<file path="src/design/point_pkg.sv">
package point_pkg;

    typedef struct packed {
        logic [9:0] x;
        logic [9:0] y;
    } coord_t;

    typedef struct packed {
        logic p1;
        logic p2;
    } hit_t;

    typedef enum logic [0:0] {
        ROUND_PLACED = 1'b0,
        ROUND_SEEK   = 1'b1
    } round_state_t;

    typedef logic [4:0] score_t;

    typedef struct packed {
        logic [9:0] x_min;
        logic [9:0] x_max;
        logic [9:0] y_min;
        logic [9:0] y_max;
    } wall_t;

    localparam int GRID_PITCH  = 32;
    localparam int GRID_Y_MAX  = 736; // Lowest row fully inside the 768 line field
    localparam int POINT_SIZE  = 8;
    localparam int PLAYER_SIZE = 16;

    localparam coord_t START_POINT = '{x: 10'd512, y: 10'd64};
    localparam coord_t P1_START    = '{x: 10'd32, y: 10'd32};
    localparam coord_t P2_START    = '{x: 10'd992, y: 10'd736};

    localparam int WALL_COUNT = 4;
    localparam wall_t [0:WALL_COUNT-1] WALLS = '{
        '{x_min: 10'd192, x_max: 10'd232, y_min: 10'd160, y_max: 10'd400},
        '{x_min: 10'd416, x_max: 10'd640, y_min: 10'd300, y_max: 10'd316},
        '{x_min: 10'd720, x_max: 10'd760, y_min: 10'd448, y_max: 10'd700},
        '{x_min: 10'd96,  x_max: 10'd360, y_min: 10'd580, y_max: 10'd596}
    };

endpackage

</file>
<file path="src/design/terrain_map.sv">
`timescale 1ns/100ps

module terrain_map #(
    parameter int MARGIN = point_pkg::POINT_SIZE
) (
    input  point_pkg::coord_t cand,
    output logic              blocked
);

    localparam logic [10:0] M = 11'(MARGIN);

    logic [10:0] cx;
    logic [10:0] cy;
    logic        wall_hit;
    logic        on_start;

    assign cx = {1'b0, cand.x};
    assign cy = {1'b0, cand.y};

    // Square of half-width MARGIN against each wall, kept in 11 bits to avoid underflow
    always_comb begin
        wall_hit = 1'b0;
        for (int i = 0; i < point_pkg::WALL_COUNT; i++) begin
            if ((cx + M >= {1'b0, point_pkg::WALLS[i].x_min}) &&
                (cx <= {1'b0, point_pkg::WALLS[i].x_max} + M) &&
                (cy + M >= {1'b0, point_pkg::WALLS[i].y_min}) &&
                (cy <= {1'b0, point_pkg::WALLS[i].y_max} + M)) begin
                wall_hit = 1'b1;
            end
        end
    end

    assign on_start = (cand == point_pkg::P1_START) || (cand == point_pkg::P2_START);

    assign blocked = wall_hit || on_start;

endmodule

</file>
<file path="src/design/cooldown_timer.sv">
`timescale 1ns/100ps

module cooldown_timer #(
    parameter int COOLDOWN_CYCLES = 10000
) (
    input  logic clk,
    input  logic rst,
    input  logic restart,
    output logic armed
);

    localparam int CW = $clog2(COOLDOWN_CYCLES + 1);
    localparam logic [CW-1:0] LIMIT = CW'(COOLDOWN_CYCLES);

    logic [CW-1:0] count;

    always_ff @(posedge clk) begin
        if (rst || restart) begin
            count <= '0;
        end else if (count != LIMIT) begin
            count <= count + 1'b1; // Saturates at LIMIT
        end
    end

    assign armed = (count == LIMIT);

endmodule

</file>
<file path="src/design/score_keeper.sv">
`timescale 1ns/100ps

module score_keeper (
    input  logic              clk,
    input  logic              rst,
    input  point_pkg::coord_t point,
    input  point_pkg::coord_t player1,
    input  point_pkg::coord_t player2,
    input  point_pkg::hit_t   award,
    output point_pkg::hit_t   hits,
    output point_pkg::score_t score1,
    output point_pkg::score_t score2
);

    localparam logic [9:0] REACH = 10'(point_pkg::POINT_SIZE + point_pkg::PLAYER_SIZE);

    function automatic logic [9:0] abs_diff(input logic [9:0] a, input logic [9:0] b);
        return (a > b) ? (a - b) : (b - a);
    endfunction

    function automatic logic overlaps(input point_pkg::coord_t pt, input point_pkg::coord_t pl);
        logic [9:0] dx;
        logic [9:0] dy;
        dx = abs_diff(pt.x, pl.x);
        dy = abs_diff(pt.y, pl.y);
        return (dx <= REACH) && (dy <= REACH);
    endfunction

    assign hits.p1 = overlaps(point, player1);
    assign hits.p2 = overlaps(point, player2);

    // 5-bit scores wrap from 31 back to 0
    always_ff @(posedge clk) begin
        if (rst) begin
            score1 <= '0;
            score2 <= '0;
        end else begin
            if (award.p1) begin
                score1 <= score1 + 1'b1;
            end
            if (award.p2) begin
                score2 <= score2 + 1'b1;
            end
        end
    end

endmodule

</file>
<file path="src/design/point_round_fsm.sv">
`timescale 1ns/100ps

module point_round_fsm (
    input  logic            clk,
    input  logic            rst,
    input  point_pkg::hit_t hits,
    input  logic            armed,
    input  logic            placed,
    output point_pkg::hit_t award,
    output logic            seek
);

    point_pkg::round_state_t state;
    point_pkg::round_state_t state_nxt;

    always_ff @(posedge clk) begin
        if (rst) begin
            state <= point_pkg::ROUND_PLACED;
        end else begin
            state <= state_nxt;
        end
    end

    always_comb begin
        state_nxt = state;
        award     = '0;
        seek      = 1'b0;
        case (state)
            point_pkg::ROUND_PLACED: begin
                if (armed) begin
                    award = hits; // Both players may score from one pickup
                    if (hits.p1 || hits.p2) begin
                        state_nxt = point_pkg::ROUND_SEEK;
                    end
                end
            end
            point_pkg::ROUND_SEEK: begin
                seek = 1'b1;
                if (placed) begin
                    state_nxt = point_pkg::ROUND_PLACED;
                end
            end
            default: begin
                state_nxt = point_pkg::ROUND_PLACED;
            end
        endcase
    end

endmodule

</file>
<file path="src/design/point_spawner.sv">
`timescale 1ns/100ps

module point_spawner #(
    parameter logic [4:0] LFSR_X_SEED = 5'h1F,
    parameter logic [4:0] LFSR_Y_SEED = 5'h1A
) (
    input  logic              clk,
    input  logic              rst,
    input  logic              seek,
    output point_pkg::coord_t point,
    output logic              point_valid,
    output logic              placed
);

    localparam logic [9:0] PITCH = 10'(point_pkg::GRID_PITCH);
    localparam logic [9:0] Y_MAX = 10'(point_pkg::GRID_Y_MAX);

    logic [4:0]        lfsr_x;
    logic [4:0]        lfsr_y;
    logic              y_wrap;
    point_pkg::coord_t cand;
    logic              cand_blocked;
    logic              accept;

    // x^5 + x^3 + 1, period 31
    function automatic logic [4:0] lfsr_step(input logic [4:0] q);
        return {q[3:0], q[4] ^ q[2]};
    endfunction

    // x skips one step each y period so the pair walks all 961 combinations
    assign y_wrap = (lfsr_y == LFSR_Y_SEED);

    always_ff @(posedge clk) begin
        if (rst) begin
            lfsr_x <= LFSR_X_SEED;
            lfsr_y <= LFSR_Y_SEED;
        end else begin
            lfsr_y <= lfsr_step(lfsr_y);
            if (!y_wrap) begin
                lfsr_x <= lfsr_step(lfsr_x);
            end
        end
    end

    assign cand.x = 10'(lfsr_x) * PITCH; // 32 to 992
    assign cand.y = 10'(lfsr_y) * PITCH; // Rows past Y_MAX are rejected below

    terrain_map #(
        .MARGIN(point_pkg::POINT_SIZE)
    ) u_terrain_map (
        .cand    (cand),
        .blocked (cand_blocked)
    );

    assign accept = (cand.y <= Y_MAX) && !cand_blocked && (cand != point);
    assign placed = seek && accept; // Same edge loads point and ends the search

    always_ff @(posedge clk) begin
        if (rst) begin
            point <= point_pkg::START_POINT;
        end else if (placed) begin
            point <= cand;
        end
    end

    // Low for the whole search, from the award edge to the placing edge
    assign point_valid = !seek;

endmodule

</file>
<file path="src/design/point_game_top.sv">
`timescale 1ns/100ps

module point_game_top #(
    parameter int         COOLDOWN_CYCLES = 10000,
    parameter logic [4:0] LFSR_X_SEED     = 5'h1F,
    parameter logic [4:0] LFSR_Y_SEED     = 5'h1A
) (
    input  logic              clk,
    input  logic              rst,
    input  point_pkg::coord_t player1,
    input  point_pkg::coord_t player2,
    output point_pkg::coord_t point,
    output logic              point_valid,
    output point_pkg::score_t score1,
    output point_pkg::score_t score2
);

    point_pkg::hit_t hits;
    point_pkg::hit_t award;
    logic            seek;
    logic            placed;
    logic            armed;

    point_round_fsm u_point_round_fsm (
        .clk    (clk),
        .rst    (rst),
        .hits   (hits),
        .armed  (armed),
        .placed (placed),
        .award  (award),
        .seek   (seek)
    );

    cooldown_timer #(
        .COOLDOWN_CYCLES(COOLDOWN_CYCLES)
    ) u_cooldown_timer (
        .clk     (clk),
        .rst     (rst),
        .restart (placed), // Cooldown runs again from each new point
        .armed   (armed)
    );

    point_spawner #(
        .LFSR_X_SEED(LFSR_X_SEED),
        .LFSR_Y_SEED(LFSR_Y_SEED)
    ) u_point_spawner (
        .clk         (clk),
        .rst         (rst),
        .seek        (seek),
        .point       (point),
        .point_valid (point_valid),
        .placed      (placed)
    );

    score_keeper u_score_keeper (
        .clk     (clk),
        .rst     (rst),
        .point   (point),
        .player1 (player1),
        .player2 (player2),
        .award   (award),
        .hits    (hits),
        .score1  (score1),
        .score2  (score2)
    );

endmodule

</file>
<file path="config.mk">
export PLATFORM = sky130hd
export DESIGN_NAME = point_game_top
export DESIGN_NICKNAME = d
export VERILOG_FILES = /design/src/design/point_pkg.sv /design/src/design/terrain_map.sv /design/src/design/cooldown_timer.sv /design/src/design/score_keeper.sv /design/src/design/point_round_fsm.sv /design/src/design/point_spawner.sv /design/src/design/point_game_top.sv
export SDC_FILE = /design/constraint.sdc
export NUM_CORES = 1
export LEC_CHECK = 0
export BUFFER_PORTS_ARGS = -buffer_cell sky130_fd_sc_hd__buf_2
export CELL_PAD_IN_SITES_DETAIL_PLACEMENT = 1
export CELL_PAD_IN_SITES_GLOBAL_PLACEMENT = 1
export CORE_ASPECT_RATIO = 0.9
export CORE_MARGIN = 3
export CORE_UTILIZATION = 30
export CTS_CLUSTER_DIAMETER = 120
export DETAILED_ROUTE_END_ITERATION = 6
export PLACE_DENSITY = 0.61
export SETUP_SLACK_MARGIN = 0.3
export SKIP_CTS_REPAIR_TIMING = 1
export SLEW_MARGIN = 0
export SYNTH_ARGS = -nofsm -noshare
export SYNTH_HDL_FRONTEND = slang
export SYNTH_SLANG_ARGS = --single-unit
</file>
<file path="constraint.sdc">
create_clock -name clk -period 2.9 [get_ports clk]
set_input_delay 0.145 -clock clk [delete_from_list [all_inputs] [get_ports clk]]
set_output_delay 0.145 -clock clk [all_outputs]
set_load 0.005 [all_outputs]
</file>
==> flow_summary.yaml, run 1 <==
outcome:
  status: "finished, violations left"
  violations: "negative setup slack"
global_route:
  grt_pass1_vias: 4193
  grt_usage_pct: 15.20
  antenna_found_initial: 0
  grt.overflow.total: 0
  grt_first_pass_wirelength_mm: 19.85
  grt_max_degree: 35
worst_setup_path:
  critPathKind: "reg2reg"
  ff2ff_setup_slack_ps: -140
  r2r_cells: 10
  slowest_delay_ps: 500
  critical_path_peak_fanout: 7
  cp-start-kind: "flip-flop"
  r2r-end: "u_score_keeper.score2[4]"
  slowest_stage: "or4b_4"
  critical-path-top-delay-family: "simple AND/OR/NAND/NOR gates"
  cp.required_ps: 3120
  end_kind: "flip-flop"
  cp_num_buf_inv: 1
  path_cells: "ha_4 -> or3b_4 -> o211ai_1 -> a31oi_1 -> xnor2_1 -> a32oi_2 -> buf_4 -> or4b_4 -> or3_4 -> a21oi_2"
  rr_startpoint: "u_point_spawner.point[5]"
  arrival_ps: 3260
routing:
  postRouteAntennaNets: 0
  drt-initial-drc-count: 103
  dr_wl_met3_um: 260
  routed-wl-met2_mm: 5.813
  wl_mm: 12.13
  route.detailed.drc: 0
  avgViaCountPerCell: 5.153
  drt_pass1_iterations: 4
  via_count: 4112
  wl_per_cell_um: 15.20
  top_layer: "met4"
  drt-met1-wl_mm: 5.987
placement:
  numPortBuffers: 62
  dp.cells: 789
  placed_area_um2: 5065
  place.gp.congestion: 0.8236
  dp_hpwl_mm: 9.558
layout:
  num_antenna_cells: 0
  fin_cells: 798
  drive_gt1_share_pct: 31.90
  post-route-util_pct: 41.08
  fin_nets: 715
  final_design_area_no_fill_um2: 5552
  area_growth_pct: 32.41
power_and_ir_drop:
  p_clk_share_pct: 36.8
  powerDensity_nw_per_um2: 297.3
  p_seq_share_pct: 40.3
  p_leak_nw: 2.328
  p_sw_share_pct: 28.80
  power.share.combinational_pct: 22.9
  ir_drop_mv: 0.2207
  p_sw_mw: 0.4753
  intPower_mw: 1.175
sta:
  fin_crit_sh_pct: 104.7
  setup_slack_ps: -135.3
  holdWs_ps: 360.1
  final.setup.tns_ps: -501.2
  finClkSkew_ps: 8.834
  timing.fmax_ghz: 0.3295
  finalCriticalPeriod_ps: 3035
  hold_viol_final: 0
  setup_violations: 5
  slew_headroom_pct: 58.59
  rsz0062_at_grt: "yes"
  slew_violations: 0
  worstMarginPinSlew_ps: 616.4
worst_hold_path:
  holdPathStages: 2
  hold_end: "u_point_spawner.point[18]"
  worstHoldPathType: "in2reg"
  min_from: "rst"
logic_synthesis:
  yosysWarnings: 0
  ys_ff_latch: 45
  avgSynthCellArea_um2: 7.793
  ys_seq_area_share_pct: 21.49
  synthDistinctLibCells: 72
  synth-edff-count: 0
  async_flop_share_pct: 0
  synth_top_cell_by_area: "dfxtp_1"
  synth_top_flop_cell: "dfxtp_1"
  netlist.area_leader.share_pct: 21.49
  netlist_area_um2: 4193
  syn_inst: 538
  synthTopCellsByArea: "dfxtp_1 (21%), ha_1 (12%), nor2_1 (4.7%)"
clock_network:
  clock_latency_ps: 290
  cts_root_buf: "clkbuf_16"
  cts_buffers: 5
  cts_sinks: 45
  clk_path_buf_depth: 2
  clk_pin_slew_ps: 70
  cts_tree: "done"
  htree_levels: 2
floorplanning:
  placementRows: 40
  die_area_um2: 15430
  start_util_pct: 31.03
  core_area_um2: 13510
  die_h_um: 118.2
  io_pins: 73
  dieWidth_um: 130.6
flow_run:
  drv_cap: 0
==> area by class of cell <==
type,count,area [µm²]
fill,1625,7961
timing repair buffer,110,701.9
multi-input combinational,427,3397
inverter,40,150.1
sequential,45,934.6
clock inverter,1,5.005
clock buffer,7,152.6
tap,168,210.2
==> synthesized netlist by cell type, types with 5 or more instances <==
library cell	n
nand2b_1	7
nor2b_1	12
nand3b_1	6
o21ai_0	33
inv_1	40
clkbuf_1	16
nand3_1	20
nand2_1	25
xor2_1	18
or3_1	11
dfxtp_1	45
buf_2	5
buf_4	12
nand4_1	10
ha_1	40
xnor2_1	18
a21oi_1	29
nor2_1	52
or2_2	6
mux2i_1	13
a31oi_1	9
nor3_1	12
==> power groups by stage <==
stage / registers (mW) / logic, mW / clock network [mW]
after floorplan: 0.652 / 0.267 / 0
after global placement: 0.680 / 0.337 / 0
after detailed placement: 0.682 / 0.347 / 0
after CTS: 0.668 / 0.351 / 0.628
after global routing: 0.668 / 0.423 / 0.659
final: 0.664 / 0.378 / 0.607
==> cells in the final DEF (no fill, tap or decap), types with 8 or more instances in the layout <==
master   instances
buf_2           62
nor2_1          49
buf_4           42
inv_1           40
dfxtp_1         34
nand2_1         25
o21ai_0         24
a21oi_1         24
nand3_1         20
ha_1            20
xor2_1          18
xnor2_1         18
ha_4            17
mux2i_1         13
nor2b_1         10
nor3_1          10
nand4_1         10
or3_1           10
conb_1          10
a31oi_1          9
o21ai_1          8
dfxtp_4          8
==> worst register-to-register path: stages, from the launching register on <==
cell	delay [ps]
dfxtp_4	360
ha_4	260
or3b_4	410
o211ai_1	310
a31oi_1	150
xnor2_1	150
a32oi_2	210
buf_4	150
or4b_4	500
or3_4	350
a21oi_2	110
==> per-layer routing <==
layer	up-vias	GRT usage [%]
met1	1973	21.23
li1	2077	-
met4	0	2.314
met2	57	25.38
met3	5	1.943
met5	-	0
==> sequential cells by signal, indices dropped and copies added (netlist names) <==
| signal | count |
|---|---|
| u_point_spawner.lfsr_y | 5 |
| u_point_round_fsm.state | 1 |
| u_point_spawner.point | 10 |
| u_point_spawner.lfsr_x | 5 |
| u_score_keeper.score1 | 5 |
| u_cooldown_timer.count | 14 |
| u_score_keeper.score2 | 5 |
==> kinds of logic (layout without fill, tap and decap cells) <==
kind of cell | after synthesis | in the layout | synth area share, %
buffers and inverters | 75 | 158 | 8.266
DFF | 45 | 45 | 21.49
xor gates and xnor gates | 36 | 36 | 7.520
and+or+nand+nor | 196 | 196 | 25.49
adders and majority gates | 44 | 44 | 13.85
AOI/OAI and AO/OA | 126 | 126 | 19.67
muxes | 15 | 15 | 3.641
other | 1 | 10 | 0.08944
==> worst max path at each step <==
stage | cells after the start | start | end
after floorplan | 11 | u_point_spawner.point[17] | u_score_keeper.score2[4]
final | 10 | u_point_spawner.point[5] | u_score_keeper.score2[4]
after CTS | 10 | u_point_spawner.point[5] | u_score_keeper.score2[3]
after detailed placement | 10 | u_point_spawner.point[5] | u_score_keeper.score2[2]
after global placement | 10 | u_point_spawner.point[5] | u_score_keeper.score2[3]
after global routing | 10 | u_point_spawner.point[5] | u_score_keeper.score2[2]
==> through the flow <==
stage                     setup WS, ps  total power, mW
after floorplan                  70.30           0.9193
after global placement          -44.81            1.017
after detailed placement        -182.2            1.030
after CTS                       -226.0            1.646
after global routing            -269.6            1.751
final                           -135.3            1.650
Power figures use the tool's default switching activity.
==> run 2, diff against run 1 <==
--- a/config.mk
+++ b/config.mk
@@ -9,14 +9,14 @@
 export CELL_PAD_IN_SITES_DETAIL_PLACEMENT = 1
 export CELL_PAD_IN_SITES_GLOBAL_PLACEMENT = 1
 export CORE_ASPECT_RATIO = 0.9
-export CORE_MARGIN = 3
+export CORE_MARGIN = 5
 export CORE_UTILIZATION = 30
 export CTS_CLUSTER_DIAMETER = 120
 export DETAILED_ROUTE_END_ITERATION = 6
 export PLACE_DENSITY = 0.61
+export REMOVE_ABC_BUFFERS = 1
 export SETUP_SLACK_MARGIN = 0.3
 export SKIP_CTS_REPAIR_TIMING = 1
-export SLEW_MARGIN = 0
 export SYNTH_ARGS = -nofsm -noshare
 export SYNTH_HDL_FRONTEND = slang
 export SYNTH_SLANG_ARGS = --single-unit
==> run 2 against run 1 <==
Against the previous run: the flow still finishes with violations (negative setup slack); critical path depth is 2 higher; via count is 4.7% higher; die area is 6.6% higher; first-iteration DRC count is 120% higher; non-clock buffer count is 37 higher; hold slack worse by 11 ps; final area is 2.8% higher; clock power is 9.4% higher; count of clock-buffer cells in the layout stayed put; highest routed layer unchanged.
==> flow_summary.yaml, run 2 (same netlist as run 1, synthesis figures left out) <==
sta:
  hold_viol_final: 0
  final.setup.tns_ps: -811.7
  holdWs_ps: 348.9
  finalCriticalPeriod_ps: 3100
  setup_violations: 5
  fin_crit_sh_pct: 106.9
  worstMarginPinSlew_ps: 597.6
  setup_slack_ps: -200.5
  rsz0062_at_grt: "yes"
  slew_headroom_pct: 60.16
  timing.fmax_ghz: 0.3225
  slew_violations: 0
  finClkSkew_ps: 5.768
clock_network:
  cts_sinks: 45
  clock_latency_ps: 280
  cts_root_buf: "clkbuf_16"
  cts_buffers: 5
  clk_path_buf_depth: 2
  cts_tree: "done"
  htree_levels: 2
  clk_pin_slew_ps: 60
routing:
  postRouteAntennaNets: 0
  via_count: 4306
  drt-initial-drc-count: 223
  avgViaCountPerCell: 5.132
  wl_mm: 12.93
  drt_pass1_iterations: 4
  wl_per_cell_um: 15.41
  route.detailed.drc: 0
layout:
  fin_cells: 839
  final_common_cell: "buf_4"
  final_cell_mix: "buf_4 (79), buf_2 (62), nor2_1 (50)"
  reg_top3: "u_cooldown_timer.count (14), u_point_spawner.point (10)"
  largest_register_ffs: 14
  drive_gt1_share_pct: 34.33
  fillCellCount: 1696
  area_growth_pct: 36.08
  regMostFlops: "u_cooldown_timer.count"
  num_antenna_cells: 0
  post-route-util_pct: 41.19
  fin_nets: 752
power_and_ir_drop:
  power.share.combinational_pct: 21.8
  p_sw_share_pct: 27.07
  power_mw: 1.721
  p_sw_mw: 0.4659
  ir_drop_mv: 0.2440
  p_seq_share_pct: 39.6
  intPower_mw: 1.255
  p_leak_nw: 2.484
  powerDensity_nw_per_um2: 301.7
  p_clk_share_pct: 38.6
placement:
  dp_hpwl_mm: 9.996
  numPortBuffers: 62
  dp.cells: 820
  place.gp.congestion: 0.8565
worst_hold_path:
  worstHoldPathType: "in2reg"
floorplanning:
  die_h_um: 122.2
  start_util_pct: 30.27
  core_area_um2: 13850
  dieWidth_um: 134.6
  die_area_um2: 16440
  io_pins: 73
  placementRows: 41
worst_setup_path:
  critPathKind: "reg2reg"
  cp.required_ps: 3120
  arrival_ps: 3320
  critical_path_peak_fanout: 5
  end_kind: "flip-flop"
  cp-start-kind: "flip-flop"
global_route:
  grt_first_pass_wirelength_mm: 20.67
  grt_max_degree: 35
  grt.overflow.total: 0
  grt_pass1_vias: 4362
  grt_usage_pct: 14.94
  antenna_found_initial: 0
flow_run:
  drv_cap: 0
outcome:
  violations: "negative setup slack"
  status: "finished, violations left"
-- run 2: cell count changes in the layout (fill, tap and decap cells not counted), moves of 3 or more --
cell / delta
ha_4: -5
dfxtp_4: -7
o21ai_0: +4
dfxtp_2: +6
o21ai_1: -4
a21oi_2: +3
ha_1: +7
buf_4: +37
-- run 2: power groups by stage --
stage                     Sequential (mW)  Clock, mW  Combinational (mW)
after floorplan                     0.679          0               0.204
after global placement              0.693          0               0.327
after detailed placement            0.694          0               0.338
after CTS                           0.680      0.680               0.341
after global routing                0.687      0.704               0.424
final                               0.681      0.664               0.376
-- run 2: cell type report --
cell class                      count  area [µm²]  share of cell area (%)
Multi-Input combinational cell    427        3281                   57.50
Timing Repair Buffer              147       970.9                   17.02
Sequential cell                    45       915.9                   16.05
Tap cell                          172       215.2                   3.772
Inverter                           40       150.1                   2.632
Clock buffer                        7       142.6                   2.500
Clock inverter                      1       30.03                  0.5263
-- run 2: worst max-delay path, cell delays in order, from the launching register on --
cell	delay [ps]
dfxtp_2	370
buf_4	130
ha_1	200
fa_2	220
inv_2	40
nor3_1	190
a31oi_1	70
or4_1	520
a32oi_1	170
buf_4	150
or4b_4	490
or3_4	350
a21oi_2	140
-- run 2: metal layers --
metal / part of all wire, % / GRT usage (%)
met5: 0 / 0
met4: 1.3 / 2.545
met3: 2.9 / 1.652
met2: 50 / 26.22
met1: 46 / 20.12
-- run 2: worst paths after layout --
path,start,end,slack [ps],cells past startpoint
worst max-delay path,u_point_spawner.point[5],u_score_keeper.score2[3],-200,12
worst min-delay path,rst,u_score_keeper.score2[1],350,2
worst max register to register,u_point_spawner.point[5],u_score_keeper.score2[3],-200,12
worst min register to register,u_score_keeper.score2[4],u_score_keeper.score2[4],480,2
-- run 2: metrics by stage --
stage / setup WS [ps] / area (µm²)
floorplan: -174.5 / 4030
global placement: -198.7 / 5111
detailed placement: -263.8 / 5111
CTS: -279.3 / 5284
global route: -307.7 / 5705
finish: -200.5 / 5705
==> run 3, diff against run 2 <==
--- a/config.mk
+++ b/config.mk
@@ -11,12 +11,10 @@
 export CORE_ASPECT_RATIO = 0.9
 export CORE_MARGIN = 5
 export CORE_UTILIZATION = 30
-export CTS_CLUSTER_DIAMETER = 120
 export DETAILED_ROUTE_END_ITERATION = 6
 export PLACE_DENSITY = 0.61
 export REMOVE_ABC_BUFFERS = 1
 export SETUP_SLACK_MARGIN = 0.3
-export SKIP_CTS_REPAIR_TIMING = 1
 export SYNTH_ARGS = -nofsm -noshare
 export SYNTH_HDL_FRONTEND = slang
 export SYNTH_SLANG_ARGS = --single-unit
==> run 3 against run 2 <==
Against the previous run: first-iteration DRC count down 14%; combinational power is 3% higher; sequential power barely moved; critical endpoint unchanged; global-route usage rose by 0.97 points; final area increased by 1.6%; core utilization up 0.66 points; sequential share of layout area decreased by 0.21 points; critical path type unchanged; the flow still finishes with violations (negative setup slack); clock skew grew 0.74 ps.
==> flow_summary.yaml, run 3 (same netlist as run 1, synthesis figures left out) <==
sta:
  finalCriticalPeriod_ps: 3081
  fin_crit_sh_pct: 106.2
  rsz0062_at_grt: "yes"
  timing.fmax_ghz: 0.3245
  setup_violations: 5
  worstMarginPinSlew_ps: 612.4
  finClkSkew_ps: 6.504
  slew_violations: 0
  slew_headroom_pct: 58.86
  setup_slack_ps: -181.2
  hold_viol_final: 0
clock_network:
  cts_root_buf: "clkbuf_16"
  cts_buffers: 5
  clk_path_buf_depth: 2
  ctsHoldBuffers: 0
  clock_latency_ps: 280
  cts_sinks: 45
  htree_levels: 2
  cts_tree: "done"
  clk_pin_slew_ps: 60
worst_setup_path:
  end_kind: "flip-flop"
  path_cells: "buf_4 -> ha_2 -> fa_2 -> inv_2 -> nor3_1 -> a31oi_1 -> or4_1 -> a32oi_1 -> buf_4 -> or4b_4 -> or3_4 -> a21oi_2"
  critPathKind: "reg2reg"
  slowest_delay_ps: 510
  cp_num_buf_inv: 3
  slowest_stage: "or4_1"
  cp.required_ps: 3120
  critical_path_peak_fanout: 5
  cp-start-kind: "flip-flop"
  arrival_ps: 3300
  critical-path-top-delay-family: "simple AND/OR/NAND/NOR gates"
  cp_common_cell: "buf_4"
floorplanning:
  start_util_pct: 30.27
  io_pins: 73
  die_h_um: 122.2
  placementRows: 41
  core_area_um2: 13850
  die_area_um2: 16440
  dieWidth_um: 134.6
global_route:
  grt.overflow.total: 0
  grt_max_degree: 35
  grt_pass1_vias: 4485
  grt_usage_pct: 15.91
  grt_first_pass_wirelength_mm: 21.80
  antenna_found_initial: 0
placement:
  placed_area_um2: 5111
  dp_hpwl_mm: 9.996
  place.gp.congestion: 0.8565
  dp.cells: 820
  numPortBuffers: 62
flow_run:
  drv_cap: 0
power_and_ir_drop:
  p_leak_nw: 2.497
  ir_drop_mv: 0.2438
  power_mw: 1.731
  powerDensity_nw_per_um2: 298.7
layout:
  final_common_cell: "buf_4"
  final_cell_mix: "buf_4 (84), buf_2 (62), nor2_1 (51)"
  drive_gt1_share_pct: 36.51
  regMostFlops: "u_cooldown_timer.count"
  fin_cells: 843
  num_antenna_cells: 0
  largest_register_ffs: 14
  fin_nets: 756
  reg_top3: "u_cooldown_timer.count (14), u_point_spawner.point (10)"
  final_design_area_no_fill_um2: 5797
  post-route-util_pct: 41.85
  area_growth_pct: 38.26
routing:
  drt-initial-drc-count: 191
  drt_pass1_iterations: 4
  via_count: 4293
  avgViaCountPerCell: 5.093
  wl_mm: 13.01
  postRouteAntennaNets: 0
  route.detailed.drc: 0
  wl_per_cell_um: 15.43
outcome:
  status: "finished, violations left"
  violations: "negative setup slack"
worst_hold_path:
  worstHoldPathType: "in2reg"
-- run 3: cell types whose count changed in the layout (fill, tap and decap cells not counted), sizes merged --
cell	delta
buf	+4
-- run 3: power breakdown --
group / switching [mW] / internal (mW) / total (mW) / leakage, nW
combinational: 0.193 / 0.194 / 0.388 / 2.05
sequential: 0.0458 / 0.635 / 0.681 / 0.367
clock: 0.232 / 0.431 / 0.663 / 0.0841
-- run 3: final timing paths --
kind | from | to | slack [ps] | cells past startpoint
setup / recovery | u_point_spawner.point[5] | u_score_keeper.score2[3] | -180 | 12
hold / removal | rst | u_score_keeper.score2[1] | 340 | 2
setup reg to reg | u_point_spawner.point[5] | u_score_keeper.score2[3] | -180 | 12
hold reg to reg | u_score_keeper.score2[4] | u_score_keeper.score2[4] | 480 | 2
-- run 3: layout make-up --
class / instances / area (µm²)
fillers: 1684 / 8054
multi-input cells: 427 / 3343
well taps: 172 / 215.2
clock buffers: 7 / 142.6
clock inverters: 1 / 30.03
flip-flops and latches: 45 / 918.4
inverters: 40 / 150.1
repair buffers: 151 / 997.2
-- run 3: timing repair --
item                       4_1_cts  5_1_grt
pin swaps                       27       21
setup endpoints to repair       25       30
resized for setup               64       31
cloned                           0        0
buffers inserted                10        5
-- run 3: routing by layer --
metal	global-route usage (%)	up-vias	part of all wire (%)
met4	2.672	0	0.85
met1	20.77	2064	46
met5	0	-	0
met3	1.652	10	2.9
li1	-	2152	-
met2	28.83	67	50
-- run 3: metrics by stage --
step	setup WS [ps]	hold slack, ps	setup TNS, ps
finish	-181.2	344.1	-730.1
CTS	-148.8	342.0	-580.7
floorplan	-174.5	214.1	-449.1
global route	-293.0	381.5	-1643
global placement	-198.7	466.2	-1483
detailed placement	-263.8	484.3	-2290
